## src/include/rap_cfg.svh

```systemverilog
`ifndef RAP_CFG_SVH
`define RAP_CFG_SVH

// depth of the return address stack, any value of 2 or more works
`define RAP_NUM_ENTRY 8

// register numbers that RISC-V treats as link registers
`define RAP_LINK_RA 1
`define RAP_LINK_T0 5

`endif

```

## src/source/rap_pkg.sv

```systemverilog
`include "rap_cfg.svh"

package rap_pkg;

  typedef logic [31:0] addr_t;   // rv32 only, so the width is fixed
  typedef logic [31:0] instr_t;  // one uncompressed instruction word

  // holds 0 through RAP_NUM_ENTRY
  typedef logic [$clog2(`RAP_NUM_ENTRY + 1)-1:0] depth_t;

  // what an instruction does to the return address stack
  typedef enum logic [1:0] {
    KIND_NONE,  // no stack operation
    KIND_CALL,  // push pc+4
    KIND_RET,   // pop
    KIND_SWAP   // pop and push pc+4 in one cycle
  } kind_e;

  // Wishbone slave sequencing in the decoder
  typedef enum logic [1:0] {
    DEC_IDLE,
    DEC_HOLD,
    DEC_ACK
  } dec_state_e;

  // classified request from decoder to predictor
  typedef struct packed {
    addr_t pc;
    kind_e kind;
  } req_t;

  // prediction record on the output stream
  typedef struct packed {
    addr_t pc;
    kind_e kind;
    logic  target_valid;
    addr_t target;  // zero unless target_valid is set
  } pred_t;

endpackage

```

## src/source/rap_decoder.sv

```systemverilog
`include "rap_cfg.svh"

module rap_decoder (
  input  logic            clk_i,
  input  logic            rst_ni,
  input  logic            wb_cyc_i,
  input  logic            wb_stb_i,
  input  logic            wb_we_i,
  input  rap_pkg::addr_t  wb_adr_i,
  input  rap_pkg::instr_t wb_dat_i,
  output logic            wb_ack_o,
  output rap_pkg::addr_t  wb_dat_o,
  input  logic            peek_valid_i,
  input  rap_pkg::addr_t  peek_addr_i,
  output logic            push_o,
  output logic            pop_o,
  output rap_pkg::addr_t  push_addr_o,
  output logic            req_valid_o,
  output rap_pkg::req_t   req_o,
  input  logic            req_ready_i
);

  localparam logic [6:0] opc_jal  = 7'b1101111;
  localparam logic [6:0] opc_jalr = 7'b1100111;

  rap_pkg::dec_state_e state_q, state_d;
  rap_pkg::addr_t      pc_q;
  rap_pkg::instr_t     instr_q;
  rap_pkg::addr_t      rdata_q;
  rap_pkg::kind_e      kind;
  logic                start;
  logic                fire;
  logic [6:0]          opcode;
  logic [4:0]          rd;
  logic [4:0]          rs1;
  logic                rd_link;
  logic                rs1_link;

  function automatic logic is_link(logic [4:0] r);
    return (r == 5'(`RAP_LINK_RA)) || (r == 5'(`RAP_LINK_T0));
  endfunction

  assign opcode   = instr_q[6:0];
  assign rd       = instr_q[11:7];
  assign rs1      = instr_q[19:15];
  assign rd_link  = is_link(rd);
  assign rs1_link = is_link(rs1);

  // classification only looks at opcode, rd and rs1
  always_comb begin
    kind = rap_pkg::KIND_NONE;
    if (opcode == opc_jal) begin
      if (rd_link)
        kind = rap_pkg::KIND_CALL;
    end else if (opcode == opc_jalr) begin
      if (rd_link && (!rs1_link || rs1 == rd))
        kind = rap_pkg::KIND_CALL;
      else if (!rd_link && rs1_link)
        kind = rap_pkg::KIND_RET;
      else if (rd_link && rs1_link)
        kind = rap_pkg::KIND_SWAP;  // rd and rs1 are different link registers
    end
  end

  assign start = (state_q == rap_pkg::DEC_IDLE) && wb_cyc_i && wb_stb_i;
  assign fire  = req_valid_o && req_ready_i;

  always_comb begin
    state_d = state_q;
    unique case (state_q)
      rap_pkg::DEC_IDLE: begin
        if (wb_cyc_i && wb_stb_i)
          state_d = wb_we_i ? rap_pkg::DEC_HOLD : rap_pkg::DEC_ACK;  // reads skip the hold
      end
      rap_pkg::DEC_HOLD: begin
        if (req_ready_i)
          state_d = rap_pkg::DEC_ACK;
      end
      default: state_d = rap_pkg::DEC_IDLE;
    endcase
  end

  always_ff @(posedge clk_i or negedge rst_ni) begin
    if (!rst_ni) begin
      state_q <= rap_pkg::DEC_IDLE;
    end else begin
      state_q <= state_d;
    end
  end

  always_ff @(posedge clk_i) begin
    if (start) begin
      pc_q    <= wb_adr_i;
      instr_q <= wb_dat_i;
      if (!wb_we_i)
        rdata_q <= peek_valid_i ? peek_addr_i : '0;  // empty stack reads as zero
    end
  end

  assign wb_ack_o    = (state_q == rap_pkg::DEC_ACK);
  assign wb_dat_o    = rdata_q;
  assign req_valid_o = (state_q == rap_pkg::DEC_HOLD);
  assign req_o.pc    = pc_q;
  assign req_o.kind  = kind;

  // stack strobes last exactly the fire cycle
  assign push_o      = fire && (kind == rap_pkg::KIND_CALL || kind == rap_pkg::KIND_SWAP);
  assign pop_o       = fire && (kind == rap_pkg::KIND_RET || kind == rap_pkg::KIND_SWAP);
  assign push_addr_o = pc_q + 32'd4;

  // a stack strobe is the fire cycle, and the ack follows it directly
  strobe_in_fire: assert property (@(posedge clk_i) disable iff (!rst_ni)
    (push_o || pop_o) |=> (wb_ack_o && !push_o && !pop_o));

  ack_one_cycle: assert property (@(posedge clk_i) disable iff (!rst_ni)
    wb_ack_o |=> !wb_ack_o);

endmodule

```

## src/source/rap_predictor.sv

```systemverilog
module rap_predictor (
  input  logic            clk_i,
  input  logic            rst_ni,
  input  logic            req_valid_i,
  input  rap_pkg::req_t   req_i,
  output logic            req_ready_o,
  input  logic            peek_valid_i,
  input  rap_pkg::addr_t  peek_addr_i,
  output logic            pred_valid_o,
  output rap_pkg::pred_t  pred_o,
  input  logic            pred_ready_i
);

  logic           pred_valid_q;
  rap_pkg::pred_t pred_q;
  rap_pkg::pred_t pred_d;
  logic           fire;
  logic           has_target;

  // accept when empty or when the held record leaves this cycle
  assign req_ready_o = !pred_valid_q || pred_ready_i;
  assign fire        = req_valid_i && req_ready_o;

  assign has_target = (req_i.kind == rap_pkg::KIND_RET) || (req_i.kind == rap_pkg::KIND_SWAP);

  // peek is the stack top before this cycle's update
  always_comb begin
    pred_d.pc           = req_i.pc;
    pred_d.kind         = req_i.kind;
    pred_d.target_valid = has_target && peek_valid_i;
    pred_d.target       = (has_target && peek_valid_i) ? peek_addr_i : '0;
  end

  always_ff @(posedge clk_i or negedge rst_ni) begin
    if (!rst_ni) begin
      pred_valid_q <= 1'b0;
    end else if (fire) begin
      pred_valid_q <= 1'b1;
    end else if (pred_ready_i) begin
      pred_valid_q <= 1'b0;
    end
  end

  always_ff @(posedge clk_i) begin
    if (fire) begin
      pred_q <= pred_d;
    end
  end

  assign pred_valid_o = pred_valid_q;
  assign pred_o       = pred_q;

  // a stalled record must not change or disappear
  pred_held: assert property (@(posedge clk_i) disable iff (!rst_ni)
    (pred_valid_o && !pred_ready_i) |=> (pred_valid_o && $stable(pred_o)));

endmodule

```

## src/source/rap_stack.sv

```systemverilog
`include "rap_cfg.svh"

module rap_stack (
  input  logic           clk_i,
  input  logic           rst_ni,
  input  logic           push_i,
  input  logic           pop_i,
  input  rap_pkg::addr_t push_addr_i,
  output logic           peek_valid_o,
  output rap_pkg::addr_t peek_addr_o
);

  // entry 0 is the top of the stack
  logic [`RAP_NUM_ENTRY-1:0] valid_q, valid_d;
  rap_pkg::addr_t            addr_q [`RAP_NUM_ENTRY];
  rap_pkg::addr_t            addr_d [`RAP_NUM_ENTRY];
  rap_pkg::depth_t           fill_cnt;
  logic                      do_push;
  logic                      do_pop;
  logic                      do_swap;

  // a push-pop on an empty stack degrades into a plain push
  assign do_swap = push_i && pop_i && valid_q[0];
  assign do_push = push_i && !do_swap;
  assign do_pop  = pop_i && !push_i && valid_q[0];  // popping an empty stack is a no-op

  always_comb begin
    valid_d = valid_q;
    addr_d  = addr_q;
    if (do_push) begin
      // the bottom entry falls off when the stack is full
      valid_d   = {valid_q[`RAP_NUM_ENTRY-2:0], 1'b1};
      addr_d[0] = push_addr_i;
      for (int i = 1; i < `RAP_NUM_ENTRY; i++) begin
        addr_d[i] = addr_q[i-1];
      end
    end else if (do_pop) begin
      valid_d = {1'b0, valid_q[`RAP_NUM_ENTRY-1:1]};
      for (int i = 0; i < `RAP_NUM_ENTRY - 1; i++) begin
        addr_d[i] = addr_q[i+1];
      end
    end else if (do_swap) begin
      addr_d[0] = push_addr_i;  // coroutine swap replaces the top in place
    end
  end

  always_ff @(posedge clk_i or negedge rst_ni) begin
    if (!rst_ni) begin
      valid_q <= '0;
    end else begin
      valid_q <= valid_d;
    end
  end

  always_ff @(posedge clk_i) begin
    addr_q <= addr_d;
  end

  assign peek_valid_o = valid_q[0];
  assign peek_addr_o  = addr_q[0];

  // number of occupied entries
  always_comb begin
    fill_cnt = '0;
    for (int i = 0; i < `RAP_NUM_ENTRY; i++) begin
      fill_cnt = fill_cnt + rap_pkg::depth_t'(valid_q[i]);
    end
  end

  // occupied entries always form one run starting at the top
  valid_contiguous: assert property (@(posedge clk_i) disable iff (!rst_ni)
    valid_q == `RAP_NUM_ENTRY'((64'd1 << fill_cnt) - 64'd1));

endmodule

```

## src/source/rap_top.sv

```systemverilog
module rap_top (
  input  logic            clk_i,
  input  logic            rst_ni,
  input  logic            wb_cyc_i,
  input  logic            wb_stb_i,
  input  logic            wb_we_i,
  input  rap_pkg::addr_t  wb_adr_i,
  input  rap_pkg::instr_t wb_dat_i,
  output logic            wb_ack_o,
  output rap_pkg::addr_t  wb_dat_o,
  output logic            pred_valid_o,
  output rap_pkg::pred_t  pred_o,
  input  logic            pred_ready_i
);

  logic           push;
  logic           pop;
  rap_pkg::addr_t push_addr;
  logic           peek_valid;  // shared by decoder reads and predictor targets
  rap_pkg::addr_t peek_addr;
  logic           req_valid;
  rap_pkg::req_t  req;
  logic           req_ready;

  rap_decoder u_decoder (
    .clk_i        (clk_i),
    .rst_ni       (rst_ni),
    .wb_cyc_i     (wb_cyc_i),
    .wb_stb_i     (wb_stb_i),
    .wb_we_i      (wb_we_i),
    .wb_adr_i     (wb_adr_i),
    .wb_dat_i     (wb_dat_i),
    .wb_ack_o     (wb_ack_o),
    .wb_dat_o     (wb_dat_o),
    .peek_valid_i (peek_valid),
    .peek_addr_i  (peek_addr),
    .push_o       (push),
    .pop_o        (pop),
    .push_addr_o  (push_addr),
    .req_valid_o  (req_valid),
    .req_o        (req),
    .req_ready_i  (req_ready)
  );

  rap_stack u_stack (
    .clk_i        (clk_i),
    .rst_ni       (rst_ni),
    .push_i       (push),
    .pop_i        (pop),
    .push_addr_i  (push_addr),
    .peek_valid_o (peek_valid),
    .peek_addr_o  (peek_addr)
  );

  rap_predictor u_predictor (
    .clk_i        (clk_i),
    .rst_ni       (rst_ni),
    .req_valid_i  (req_valid),
    .req_i        (req),
    .req_ready_o  (req_ready),
    .peek_valid_i (peek_valid),
    .peek_addr_i  (peek_addr),
    .pred_valid_o (pred_valid_o),
    .pred_o       (pred_o),
    .pred_ready_i (pred_ready_i)
  );

endmodule
```

## config.mk

```make
export PLATFORM = sky130hd
export DESIGN_NAME = rap_top
export DESIGN_NICKNAME = d
export VERILOG_FILES = /design/src/source/rap_pkg.sv /design/src/source/rap_decoder.sv /design/src/source/rap_predictor.sv /design/src/source/rap_stack.sv /design/src/source/rap_top.sv
export VERILOG_INCLUDE_DIRS = /design/src /design/src/include
export SDC_FILE = /design/constraint.sdc
export NUM_CORES = 1
export LEC_CHECK = 0
export BUFFER_PORTS_ARGS = -buffer_cell sky130_fd_sc_hd__clkbuf_2
export CAP_MARGIN = 0
export CORE_MARGIN = 4
export CORE_UTILIZATION = 40
export DETAILED_ROUTE_END_ITERATION = 10
export SLEW_MARGIN = 25
export SYNTH_ARGS = -nofsm -noshare
export SYNTH_HDL_FRONTEND = slang
export SYNTH_SLANG_ARGS = --single-unit
```

## constraint.sdc

```tcl
create_clock -name clk_i -period 13.65 [get_ports clk_i]
set_input_delay 2.0475 -clock clk_i [delete_from_list [all_inputs] [get_ports clk_i]]
set_output_delay 2.0475 -clock clk_i [all_outputs]
set_load 0.05 [all_outputs]
```

Word level (Yosys, flattened, before mapping)

Index checks and enable logic that the tools add are counted.

Add/sub/neg operators: 1
Equality and inequality tests: 14
Mux-type cells: 18
Bitwise gates (word level): 1
Reductions and logical operators: 32

Operators with widths:

| operator                                       | number |
|---|---|
| two-way mux 224 bit                            | 1 |
| two-way mux 192 bit                            | 1 |
| two-way mux 32 bit                             | 2 |
| adder 32 x 3 -> 32 bit (second input constant) | 1 |
| two-way mux 2 bit                              | 8 |
| two-way mux 8 bit                              | 2 |
| logical AND 1 bit                              | 15 |
| == test 7 bit (second input constant)          | 2 |
| == test 5 x 1 -> 1 bit (second input constant) | 2 |
| == test 5 x 3 -> 1 bit (second input constant) | 2 |
| == test 2 bit (second input constant)          | 3 |
| logical OR 1 bit                               | 6 |
| == test 5 bit                                  | 1 |
| zero test 1 bit                                | 5 |
| == test 2 x 1 -> 1 bit (second input constant) | 2 |
| != test 2 bit (second input constant)          | 2 |
| case mux 2 bit (2 select lines)                | 1 |
| AND reduction 2 bit                            | 2 |
| nonzero test 2 bit                             | 2 |
| two-way mux 1 bit                              | 3 |
| nonzero test 3 bit                             | 1 |
| zero test 2 bit                                | 1 |
| NOT 1 bit                                      | 1 |

Register bits after elaboration: 418
Input port bits: 70
Logic and storage cells: 84

Depth between registers and ports, before layout

Gate-level depths: netlist of run 1.

Word-level depth: 16
Depth in mapped cells: 7
Gate-level depth less buffers: 5

Cells and area by module

From an unflattened synthesis of run 1, not the netlist that was laid out.

Cell total of the unflattened synthesis: 906
Area total of the unflattened synthesis: 16868.7 µm²

By module, submodules not included:

| module        | times used | cells an instance | area each (µm²) |
|---|---|---|---|
| rap_stack     | 1          | 576               | 11108.2 |
| rap_decoder   | 1          | 220               | 3427.0 |
| rap_predictor | 1          | 110               | 2333.5 |

Least setup slack after synthesis of run 1

OpenSTA, ideal clock, no wires.

Kind: input port to flip-flop
Start point: input pred_ready_i
End point: register u_stack.addr_q[100] (netlist bit), enable pin
Arrival: 7.196 ns
Required time: 13.090 ns
Path slack: 5.894 ns
Stages on the path: 6
Cells stage by stage: nor2b_1 -> nor3_1 -> nand3_1 -> clkbuf_1 -> clkbuf_1 -> nand2_1

Word-level cells in the longest chain between the ends: 8

RTL lines:

| what                                 | RTL line                               | text |
|---|---|---|
| start, declared                      | rap_top.sv:13                          | `input logic pred_ready_i` |
| logical OR 1 bit *                   | rap_predictor.sv:21                    | `assign req_ready_o = !pred_valid_q \|\| pred_ready_i;` |
| logical AND 1 bit *                  | rap_decoder.sv:66                      | `assign fire = req_valid_o && req_ready_i;` |
| logical AND 1 bit (on tied branches) | rap_decoder.sv:107, rap_decoder.sv:108 |  |
| logical AND 1 bit (2 in a row)       | rap_stack.sv:23                        | `assign do_swap = push_i && pop_i && valid_q[0];` |
| zero test 1 bit                      | rap_stack.sv:24                        | `assign do_push = push_i && !do_swap;` |
| logical AND 1 bit                    | rap_stack.sv:24                        |  |
| nonzero test 2 bit (no line) *       | -                                      |  |
| end signal, assigned                 | rap_stack.sv:56                        | `addr_q <= addr_d;` |
| end, declared                        | rap_stack.sv:15                        | `` rap_pkg::addr_t addr_q [`RAP_NUM_ENTRY]; `` |

Mark *: on every way between the ends. The rest lies on a longest branch, timed or not.
A chain may end at the register's enable or synchronous reset.

Final worst setup path of run 1

Start point: input pred_ready_i
End point: register u_stack.addr_q[138] (netlist bit), enable pin

Same word-level chain as after synthesis.

==> results of run 1 <==
-- layout make-up --
| class | count | share of cell area [%] |
|---|---|---|
| Sequential cell | 415 | 63.7 |
| Tap cell | 532 | 3.42 |
| Clock inverter | 24 | 1.36 |
| Clock buffer | 54 | 6.01 |
| Inverter | 12 | 0.238 |
| Multi-Input combinational cell | 453 | 20.7 |
| Timing Repair Buffer | 171 | 4.60 |
-- cell families after synthesis --
logic type	share of synthesized area, %
compound gates	1.95
xor+xnor	0.628
fa+ha+maj	0.0748
buf+inv	2.06
flops	74.2
mux	14.2
simple gates	6.94
-- power by group --
group           total, W  switching (W)  internal (W)
registers        0.00142      0.0000127       0.00141
logic          0.0000856      0.0000647     0.0000209
clock network    0.00119       0.000473      0.000719
total            0.00270       0.000550       0.00215
-- per-layer routing --
layer | vias to the layer above | wire length, um | GRT usage, %
met5 | - | 0 | 0
met4 | 0 | 648 | 3.53
met3 | 50 | 1550 | 3.33
met2 | 191 | 16000 | 23.5
met1 | 4367 | 14900 | 19.8
li1 | 4030 | - | -
-- stage by stage --
| step | power [W] | utilization [%] | area (um2) | worst slack, ps | instances |
|---|---|---|---|---|---|
| 6_report | 0.00270 | 47.4 | 19500 | 8980 | 1661 |
| 5_1_grt | 0.00280 | 47.4 | 19500 | 8770 | 1661 |
| 4_1_cts | 0.00274 | 47.4 | 19500 | 9000 | 1661 |
| 3_5_place_dp | 0.00153 | 43.9 | 18000 | 8400 | 1583 |
| 3_3_place_gp | 0.00153 | 43.9 | 18000 | 8420 | 1583 |
| 2_1_floorplan | 0.00150 | - | 16700 | 5890 | 928 |
-- worst max path at each step --
| stage | start | endpoint | slack, ps | cells after the start |
|---|---|---|---|---|
| floorplan | pred_ready_i | u_stack.addr_q[100] | 5890 | 6 |
| global placement | pred_ready_i | u_stack.addr_q[53] | 8420 | 7 |
| detailed placement | pred_ready_i | u_stack.addr_q[44] | 8400 | 7 |
| CTS | pred_ready_i | u_stack.addr_q[49] | 9000 | 7 |
| global route | pred_ready_i | u_stack.addr_q[77] | 8770 | 7 |
| finish | pred_ready_i | u_stack.addr_q[138] | 8980 | 7 |
-- sequential cells by signal (all words and copies together), names as in the netlist --
signal,flops
u_stack.addr_q,224
u_predictor.pred_o,67
u_decoder.pc_q,32
u_decoder.wb_dat_o,32
u_stack.peek_addr_o,32
u_decoder.instr_q,17
u_stack.valid_q,8
u_decoder.state_q,2
u_predictor.pred_valid_o,1
-- cell usage in the layout, fill, tap and decap left out, types with 6 or more instances in the layout --
master       n
mux2_1      90
nor3_1       6
nand2_1     13
and3_1      34
or4_1       14
bufinv_16    6
dfrtp_1     11
edfxtp_1   404
clkinv_1     9
and2_1      34
a31oi_1     17
inv_1       11
xor2_1       6
nor4_1      20
clkbuf_16   45
xnor2_1      6
o311ai_1     6
clkinv_2     8
mux2_4      10
clkbuf_1     8
o31ai_1     14
buf_4       16
clkbuf_2   155
mux2_2     106
nand4_1     20
nand3_1     11
==> results.sh, run 1 <==
export IMPL_status="completed"
export IMPL_grt_start_max_net_pins=76
export IMPL_nFillCells=3583
export IMPL_num_rows=74
export IMPL_worstMarginPinSlew_ps=957
export IMPL_final_nets=1168
export IMPL_synthTopCellsByCount="edfxtp_1, mux2_2, mux2_1"
export IMPL_cap_violations=0
export IMPL_reg2reg_from="u_decoder.instr_q[3]"
export IMPL_synth_seq_area_share_pct=74.2
export IMPL_path_common_cell="buf_4"
export IMPL_min_from="u_stack.addr_q[54]"
export IMPL_regToRegSetupSlack_ps=9250
export IMPL_grt_first_pass_wirelength_um=50800
export IMPL_tns_ps=0
export IMPL_crit_fanout=73
export IMPL_grt_setup_unrepaired="false"
export IMPL_cts_tree="yes"
export IMPL_area_growth_pct=16.4
export IMPL_max_stage_delay_ps=850
export IMPL_synth_flop_cell="edfxtp_1"
export IMPL_seq_area_mm2=0.0124
export IMPL_synth_nets=999
export IMPL_hold_class="reg -> reg"
export IMPL_async_flop_share_pct=2.65
export IMPL_yosys_register_bits=415
export IMPL_clk_latency_ps=540
export IMPL_fin_skew_ps=9.70
export IMPL_crit_buf_inv=3
export IMPL_antenna_found_initial=0
export IMPL_firstDrtPassIters=6
export IMPL_wl_um=33100
export IMPL_synth_top_cell_area_share_pct=72.5
export IMPL_end_kind="flop"
export IMPL_numCtsBuffers=44
export IMPL_cts_num_sinks=415
export IMPL_critPathTopFamily="simple AND/OR/NAND/NOR gates"
export IMPL_gp_congestion=0.758
export IMPL_core_area_mm2=0.0411
export IMPL_reg2reg_to="u_stack.addr_q[44]"
export IMPL_diodes=0
export IMPL_hold_ws_ps=440
export IMPL_yosysWarnings=0
export IMPL_setup_viol=0
export IMPL_avgSynthCellArea_um2=18.0
export IMPL_ir_drop_uv=76.5
export IMPL_min_to="u_stack.addr_q[22]"
export IMPL_period_share_pct=34.2
export IMPL_cts_hold_buf=0
export IMPL_num_io_pins=171
export IMPL_yosysMostFrequentCell="edfxtp_1"
export IMPL_cts_max_path_buffers=3
export IMPL_crit_chain="clkbuf_2, nor2b_1, nor3_1, nand3_2, buf_4, nand2_4, buf_4"
export IMPL_dieHeight_um=212
export IMPL_drc=0
export IMPL_grt_overflow=0
export IMPL_clkTransAtPathRegs_ps=60
export IMPL_hold_depth=0
export IMPL_synth_area_leader_cell="edfxtp_1"
export IMPL_vias=8638
export IMPL_dpl_hpwl_um=19800
export IMPL_cts_resized_gates=0
export IMPL_h_tree_depth=2
export IMPL_arrival_ps=4830
export IMPL_synthTopCellsByArea="edfxtp_1, mux2_2, mux2_1, dfrtp_1, and2_1"
export IMPL_finalMaxSlewViolations=0
export IMPL_multiInputGateArea_mm2=0.00402
export IMPL_drt_iter0_markers=545
export IMPL_layout_drive_gt1_share_pct=32.1
export IMPL_slowest_stage="buf_4"
export IMPL_syn_cell_area_mm2=0.0167
export IMPL_routed_via_density=5.20
export IMPL_final_hold_violation_count=0
export IMPL_fin_crit_ps=4670
export IMPL_antenna_left=0
export IMPL_wl_per_cell_um=19.9
export IMPL_die_w_um=212
export IMPL_portBuffers=155
export IMPL_power_leakage_nw=5.54
export IMPL_reg2reg_depth=6
export IMPL_clock_root_buffer="clkbuf_16"
export IMPL_worst_setup_path_start_kind="input port"
export IMPL_postCtsSetupBuffers=0
export IMPL_grt_usage_pct=14.4
export IMPL_dieArea_mm2=0.0451
export IMPL_syn_inst=928
export IMPL_grt_pass1_vias=8747
export IMPL_netlist_cell_type_count=45
export IMPL_fmax_ghz=0.214
export IMPL_synth_edf_count=404
export IMPL_max_slew_margin_rel_pct=36.2
export IMPL_critical_path_class="in -> reg"
export IMPL_critPathRequiredTime_ps=13810
export IMPL_start_util_pct=40.7
export IMPL_power_density_mw_per_mm2=139
(Power assumes the default switching activity.)
==> run 2: changes to the inputs <==
==> constraint.sdc (replaced) <==
create_clock -name clk_i -period 4.8 [get_ports clk_i]
set_input_delay 0.72 -clock clk_i [delete_from_list [all_inputs] [get_ports clk_i]]
set_output_delay 0.72 -clock clk_i [all_outputs]
set_load 0.05 [all_outputs]
==> run 2 against run 1 <==
Against the previous run:
- clock-buffer cell count is 3 lower
- wire length is 0.47% lower
- register-to-register slack worse by 7600 ps
- design area is 0.11% higher
- critical path type is now reg -> reg
- largest cell class unchanged
- highest routed layer unchanged
==> results.sh, run 2 (same netlist as run 1, synthesis figures left out) <==
export IMPL_status="completed"
export IMPL_design_area_mm2=0.0195
export IMPL_clkTransAtPathRegs_ps=60
export IMPL_gp_congestion=0.728
export IMPL_die_w_um=212
export IMPL_grt_first_pass_wirelength_um=50900
export IMPL_hold_ws_ps=40.5
export IMPL_fin_skew_ps=19.9
export IMPL_power_density_mw_per_mm2=386
export IMPL_postCtsSetupBuffers=0
export IMPL_h_tree_depth=2
export IMPL_finalMaxSlewViolations=0
export IMPL_portBuffers=155
export IMPL_cts_num_sinks=415
export IMPL_clk_latency_ps=560
export IMPL_final_common_cell="edfxtp_1"
export IMPL_wl_um=32900
export IMPL_num_io_pins=171
export IMPL_grt_start_max_net_pins=103
export IMPL_setup_viol=0
export IMPL_setup_slack_ps=1650
export IMPL_end_kind="flop"
export IMPL_nFillCells=3594
export IMPL_grt_overflow=0
export IMPL_fin_crit_ps=3150
export IMPL_drc=0
export IMPL_area_growth_pct=16.6
export IMPL_dieHeight_um=212
export IMPL_fmax_ghz=0.317
export IMPL_grt_pass1_vias=8787
export IMPL_start_util_pct=40.7
export IMPL_largest_reg_flops=224
export IMPL_clock_root_buffer="clkbuf_16"
export IMPL_final_nets=1173
export IMPL_layout_drive_gt1_share_pct=32.4
export IMPL_wl_per_cell_um=19.7
export IMPL_antenna_found_initial=1
export IMPL_reg2reg_depth=6
export IMPL_ir_drop_uv=200
export IMPL_firstDrtPassIters=5
export IMPL_fin_cells=1668
export IMPL_arrival_ps=3340
export IMPL_worst_setup_path_start_kind="flop"
export IMPL_cts_max_path_buffers=3
export IMPL_max_slew_margin_rel_pct=48.9
export IMPL_dieArea_mm2=0.0451
export IMPL_critPathRequiredTime_ps=4990
export IMPL_regMostFlops="u_stack.addr_q"
export IMPL_num_rows=74
export IMPL_crit_fanout=102
export IMPL_grt_setup_unrepaired="false"
export IMPL_dp_cells=1587
export IMPL_tns_ps=0
export IMPL_critical_path_class="reg -> reg"
export IMPL_power_leakage_nw=5.56
export IMPL_worstMarginPinSlew_ps=755
export IMPL_vias=8652
export IMPL_final_hold_violation_count=0
export IMPL_cap_violations=0
export IMPL_pre_cts_ws_ps=1580
export IMPL_antenna_left=0
export IMPL_cts_tree="yes"
export IMPL_routed_via_density=5.19
export IMPL_numCtsBuffers=44
export IMPL_place_area_mm2=0.0181
export IMPL_cts_hold_buf=0
export IMPL_mostFrequentLayoutCells="edfxtp_1, clkbuf_2, mux2_2"
export IMPL_drt_iter0_markers=503
export IMPL_grt_usage_pct=14.4
export IMPL_core_area_mm2=0.0411
export IMPL_hold_class="in -> async"
export IMPL_dpl_hpwl_um=20200
export IMPL_period_share_pct=65.6
export IMPL_cts_resized_gates=0
==> run 2: cell types whose count changed in the layout (fill, tap and decap cells not counted), moves of 2 or more <==
cell       before  now
clkbuf_1        8    6
clkinv_2        8   11
inv_6           0    3
buf_12          0    2
clkinv_1        9   11
bufinv_16       6    3
==> run 2: path summary, 6_finish.rpt <==
kind                                     from  slack [ps]                    to
min reg2reg                u_stack.addr_q[51]         440    u_stack.addr_q[19]
max                        u_stack.valid_q[0]        1650   u_stack.addr_q[212]
min in group clk_i               wb_adr_i[22]         330    u_decoder.pc_q[22]
min                                    rst_ni          40  u_decoder.state_q[1]
max in group asynchronous              rst_ni        4530    u_stack.valid_q[0]
max reg2reg                u_stack.valid_q[0]        1650   u_stack.addr_q[212]
==> run 2: area by class of cell <==
cell class | instances | area (um2) | share of cell area [%]
Inverter | 12 | 46.3 | 0.237
Clock buffer | 51 | 1150 | 5.89
Multi-Input combinational cell | 453 | 4030 | 20.7
Sequential cell | 415 | 12400 | 63.6
Tap cell | 532 | 666 | 3.41
Timing Repair Buffer | 176 | 982 | 5.04
Clock inverter | 28 | 215 | 1.10
Antenna cell | 1 | 2.50 | 0.0128
==> run 2: metrics by stage <==
step,total power [W],util (%)
after global routing,0.00781,47.4
final,0.00753,47.4
after global placement,0.00436,44.0
after CTS,0.00764,47.3
after detailed placement,0.00436,44.0
after floorplan,0.00427,-
==> run 2: metal layers <==
metal	routed length [um]	global-route usage (%)	share of wire, %
met1	14700	19.7	45
met2	16000	23.7	49
met3	1590	3.08	4.8
met4	611	3.82	1.9
met5	0	0	0
==> run 2: power breakdown <==
part           total [W]  internal, W  switching [W]
sequential       0.00404      0.00400      0.0000360
combinational   0.000243    0.0000598       0.000184
clock            0.00325      0.00187        0.00138
==> run 2: critical path: stages, from the launching register on <==
cell     delay, ps
dfrtp_1        820
and3_1         290
buf_4          290
nand3_2        100
buf_4          300
nand2_8        410
buf_12         480
